==> src/segre_pkg.sv <==
package segre_pkg;

    // Data path and address width
    localparam int WORD_SIZE = 32;

    // Cache line geometry
    localparam int CACHE_LINE_SIZE_BYTES = 16;
    localparam int LINE_OFFSET_BITS = 4;

    // Main memory
    localparam int MEM_BYTES = 4096;
    localparam int MEM_ADDR_BITS = $clog2(MEM_BYTES);
    localparam int MEM_LATENCY = 9;
    localparam int LATENCY_CNT_BITS = $clog2(MEM_LATENCY + 1);

    // Direct-mapped data cache, index sits right above the line offset
    localparam int DCACHE_LINES = 4;
    localparam int INDEX_BITS = $clog2(DCACHE_LINES);
    localparam int TAG_BITS = WORD_SIZE - INDEX_BITS - LINE_OFFSET_BITS;

    // Memory request queue
    localparam int REQ_QUEUE_DEPTH = 4;
    localparam int QUEUE_PTR_BITS = $clog2(REQ_QUEUE_DEPTH);
    localparam int QUEUE_CNT_BITS = $clog2(REQ_QUEUE_DEPTH + 1);

    // Access size of a load or store
    typedef enum logic [1:0] {
        BYTE,
        HALF,
        WORD
    } memop_data_type_e;

    typedef enum logic [1:0] {
        IDLE,
        LOOKUP,
        REFILL,
        RESPOND
    } dcache_state_e;

endpackage : segre_pkg
==> src/mem_req_queue.sv <==
module mem_req_queue (
    input  logic clk_i,
    input  logic reset_i,

    // From the cache
    input  logic push_i,
    input  logic is_read_i,
    input  segre_pkg::memop_data_type_e type_i,
    input  logic [segre_pkg::WORD_SIZE-1:0] addr_i,
    input  logic [segre_pkg::WORD_SIZE-1:0] data_i,
    output logic full_o,
    output logic fill_valid_o,

    // To main memory
    output logic mem_rd_o,
    output logic mem_wr_o,
    output segre_pkg::memop_data_type_e mem_type_o,
    output logic [segre_pkg::WORD_SIZE-1:0] mem_addr_o,
    output logic [segre_pkg::WORD_SIZE-1:0] mem_data_o,
    input  logic mem_ready_i
);
    import segre_pkg::*;

    // Entry storage
    logic is_read_q [REQ_QUEUE_DEPTH];
    memop_data_type_e type_q [REQ_QUEUE_DEPTH];
    logic [WORD_SIZE-1:0] addr_q [REQ_QUEUE_DEPTH];
    logic [WORD_SIZE-1:0] data_q [REQ_QUEUE_DEPTH];

    logic [QUEUE_PTR_BITS-1:0] wr_ptr_q;
    logic [QUEUE_PTR_BITS-1:0] rd_ptr_q;
    logic [QUEUE_CNT_BITS-1:0] count_q;
    logic outstanding_q;

    logic push;
    logic pop;
    logic issue;

    assign full_o = (count_q == QUEUE_CNT_BITS'(REQ_QUEUE_DEPTH));
    assign push   = push_i && !full_o;
    assign pop    = mem_ready_i && outstanding_q;

    // Only one request in flight, head stays until memory answers
    assign issue = !outstanding_q && (count_q != '0);

    assign mem_rd_o   = issue && is_read_q[rd_ptr_q];
    assign mem_wr_o   = issue && !is_read_q[rd_ptr_q];
    assign mem_type_o = type_q[rd_ptr_q];
    assign mem_addr_o = addr_q[rd_ptr_q];
    assign mem_data_o = data_q[rd_ptr_q];

    // Line itself travels directly from memory to the cache
    assign fill_valid_o = pop && is_read_q[rd_ptr_q];

    always_ff @(posedge clk_i) begin
        if (push) begin
            is_read_q[wr_ptr_q] <= is_read_i;
            type_q[wr_ptr_q]    <= type_i;
            addr_q[wr_ptr_q]    <= addr_i;
            data_q[wr_ptr_q]    <= data_i;
        end
    end

    always_ff @(posedge clk_i) begin
        if (reset_i) begin
            wr_ptr_q      <= '0;
            rd_ptr_q      <= '0;
            count_q       <= '0;
            outstanding_q <= 1'b0;
        end else begin
            if (push) begin
                wr_ptr_q <= wr_ptr_q + 1'b1;
            end
            if (pop) begin
                rd_ptr_q <= rd_ptr_q + 1'b1;
            end
            if (push && !pop) begin
                count_q <= count_q + 1'b1;
            end else if (pop && !push) begin
                count_q <= count_q - 1'b1;
            end

            if (issue) begin
                outstanding_q <= 1'b1;
            end else if (pop) begin
                outstanding_q <= 1'b0;
            end
        end
    end

endmodule : mem_req_queue

==> config.mk <==
export PLATFORM = sky130hd
export DESIGN_NAME = mem_req_queue
export DESIGN_NICKNAME = d
export VERILOG_FILES = /design/src/segre_pkg.sv /design/src/mem_req_queue.sv
export SDC_FILE = /design/constraint.sdc
export NUM_CORES = 1
export LEC_CHECK = 0
export ABC_AREA = 1
export BUFFER_PORTS_ARGS = -buffer_cell sky130_fd_sc_hd__buf_2
export CAP_MARGIN = 20
export CORE_MARGIN = 2
export CORE_UTILIZATION = 45
export CTS_CLUSTER_SIZE = 16
export DETAILED_ROUTE_END_ITERATION = 10
export SLEW_MARGIN = 20
export SYNTH_ARGS = -nofsm -noshare
export SYNTH_HDL_FRONTEND = slang
export SYNTH_SLANG_ARGS = --single-unit
==> constraint.sdc <==
create_clock -name clk_i -period 5 [get_ports clk_i]
set_input_delay 0.5 -clock clk_i [delete_from_list [all_inputs] [get_ports clk_i]]
set_output_delay 0.5 -clock clk_i [all_outputs]
set_load 0.01 [all_outputs]
==> impl_metrics.yaml <==
yosys:
  syn-instance-count: 726
  synth-main-ff-cell: "edfxtp_1"
  synth_top_area_share_pct: 76.7
  async_flop_share_pct: 0
  synth_fp_nets: 803
  synth_area_mm2: 0.0105
  yosysTopAreaCell: "edfxtp_1"
  synth-edff-count: 268
  ys_seq_elements: 278
  yosysWarnings: 0
  synth_cell_types: 22
  synth-seq-area-share_pct: 78.6
  synth_area_per_cell_um2: 14.5
  synthTopCellsByArea: "edfxtp_1 77%, o21ai_0 6.5%, nor2_1 5.1%"
final_layout:
  final_area_mm2: 0.0123
  drive_above_1_share_pct: 22.5
  syn2layout_area_growth_pct: 17.1
  fin_nets: 942
global_routing:
  grt_pass1_wl_um: 32400
  grt_max_degree: 135
  grt_use_total_pct: 17.1
  grt-ovfl-total: 0
  grt_pass1_vias: 6039
  antenna_found_initial: 3
clock_network:
  cts_tree: "yes"
  cts_buffers: 29
  numClockSinks: 278
  cts_resized: 0
  cts_setup_buffers: 0
  insertion_delay_ns: 0.54
  cts_hold_buf: 0
  cts_max_level: 1
  clockRootBuffer: "clkbuf_16"
  clockBufferDepth: 3
  clk_pin_slew_ns: 0.06
timing:
  hold_viol_final: 0
  rsz0062_at_grt: "false"
  worstMarginPinSlew_ns: 1.04
  fin_crit_sh_pct: 64.8
  period_needed_ns: 3.24
  finalSetupViolCount: 0
  max_slew_margin_pct: 30.5
  clock.fmax_ghz: 0.309
  worst_hold_slack_ns: 0.172
  slew_viol_final: 0
  setup_tns_ns: 0
  fin_skew_ns: 0.0101
die:
  die_w_um: 157
  rows: 55
  die_y_um: 157
  start_util_pct: 46.1
  io_pins: 141
  dieArea_mm2: 0.0246
  core-area_mm2: 0.0228
power_and_ir_drop:
  p_leak_nw: 4.35
  peakVddDrop_v: 0.000257
  power.density_mw_per_mm2: 463
place:
  globalplace.congestion: 0.720
  hpwlAfterDp_um: 11500
  portBuffers: 140
  place_area_mm2: 0.0114
worst_setup_path:
  worstPathRequired_ns: 4.50
  start_kind: "flip-flop"
  crit_type: "reg2out"
  crit_slowest_cell: "dfxtp_4"
  cp-end-kind: "primary output"
  critPathTopFamily: "flip-flops"
  crit_path_cell_trace: "inv_8 > nand2_1 > nand3_1 > a21oi_1 > buf_2"
  max_stage_delay_ns: 0.99
  worstPathArrival_ns: 2.74
  timing.critical_path.buf_inv: 2
  r2r_start: "count_q[0]"
  cp_max_fo: 134
hold_path:
  min_path_type: "in2reg"
  min-delay-start: "data_i[25]"
routing:
  vias: 6223
  avgRoutedWirePerCell_um: 17.7
  route.detailed.drc: 0
  drtIter0Drc: 431
  via_per_inst: 5.17
  drtAntennaViolNets: 0
  drt_first_pass_iters: 5
  totalWireLength_um: 21300
status:
  status: "complete, no violations"
run:
  max-cap-violations: 0
cells in the mapped netlist (4+ instances only):
library cell    n
buf_6          10
clkbuf_2        7
nand3_1         7
a21oi_1         8
nand2_1        16
inv_1          20
nor2_1        142
buf_2           4
buf_4           4
o21ai_0       136
dfxtp_1        10
clkbuf_4        5
ha_1            5
o22ai_1        66
clkbuf_1       12
edfxtp_1      268
through the flow:
step           setup WS [ns]  total power [mW]  std cells  utilization, %
2_1_floorplan          0.982              3.48        726               -
3_3_place_gp            2.35              3.80       1146            50.0
3_5_place_dp            2.35              3.81       1146            50.0
4_1_cts                 1.77              5.76       1200            53.8
5_1_grt                 1.57              5.94       1201            53.9
6_report                1.76              5.69       1203            54.0
path summary, 6_finish.rpt:
| kind | endpoint | slack [ns] | cells past startpoint |
|---|---|---|---|
| worst max-delay path | mem_wr_o | 1.76 | 5 |
| worst max register to register | addr_q[3][21] | 2.69 | 5 |
| worst min register to register | flip-flop | 0.45 | 2 |
| worst min-delay path | data_q[0][25] | 0.17 | 1 |
routing by layer:
layer  global-route usage (%)  wire, um
met1                     23.7      9660
met2                     27.4      9690
met3                     4.18      1520
met4                     4.11       414
met5                        0        13
worst reg2reg max path: cells and delay by family, from the launching register on:
family,cells,cell delay (ns)
simple gates,3,0.63
buf+inv,2,0.89
flops,1,0.36
flip-flops by register name, indices dropped and copies added, names as in the netlist, named ones only:
register	flops
is_read_q	4
addr_q	128
outstanding_q	1
wr_ptr_q	2
data_q	128
rd_ptr_q	2
type_q	8
count_q	3
cells by family (layout without fill, tap and decap cells):
logic type,after synthesis,count (layout),share of synthesized area [%]
DFF,278,278,78.6
AOI/OAI and AO/OA,210,210,10.8
and+or+nand+nor,167,167,6.12
buffers and inverters,65,227,3.67
adders and majority gates,6,6,0.787
other,0,2,0
power breakdown:
| part | total [mW] | leakage, nW | switching [mW] | internal (mW) |
|---|---|---|---|---|
| Combinational | 0.855 | 1.38 | 0.572 | 0.284 |
| Clock | 1.94 | 0.431 | 0.840 | 1.10 |
| Sequential | 2.89 | 2.54 | 0.0893 | 2.80 |
| Total | 5.69 | 4.35 | 1.50 | 4.19 |
placed cells by master, fill, tap and decap left out:
cell and n:
clkinvlp_4 1, nor2_1 138, clkbuf_16 29, edfxtp_1 268
o21ai_0 136, nand3b_1 1, inv_2 1, buf_2 140
nand2_1 16, clkbuf_1 2, clkinv_2 9, fa_1 1
dfxtp_1 8, clkinv_1 11, inv_8 1, ha_1 5
a21oi_1 8, bufinv_16 1, nor2_4 4, inv_6 1
buf_4 10, nand3_1 7, diode_2 2, dfxtp_4 1
dfxtp_2 1, buf_12 1, o22ai_1 66, inv_1 20
nand4_1 1
cell type report:
| class | count | area [um2] |
|---|---|---|
| Fill cell | 1913 | 10500 |
| Sequential cell | 278 | 8250 |
| Multi-Input combinational cell | 383 | 1890 |
| Timing Repair Buffer | 151 | 796 |
| Clock buffer | 31 | 733 |
| Tap cell | 313 | 392 |
| Clock inverter | 23 | 133 |
| Inverter | 22 | 90.1 |
| Antenna cell | 2 | 5.00 |
Note: power is estimated with default switching activity, not from simulation.
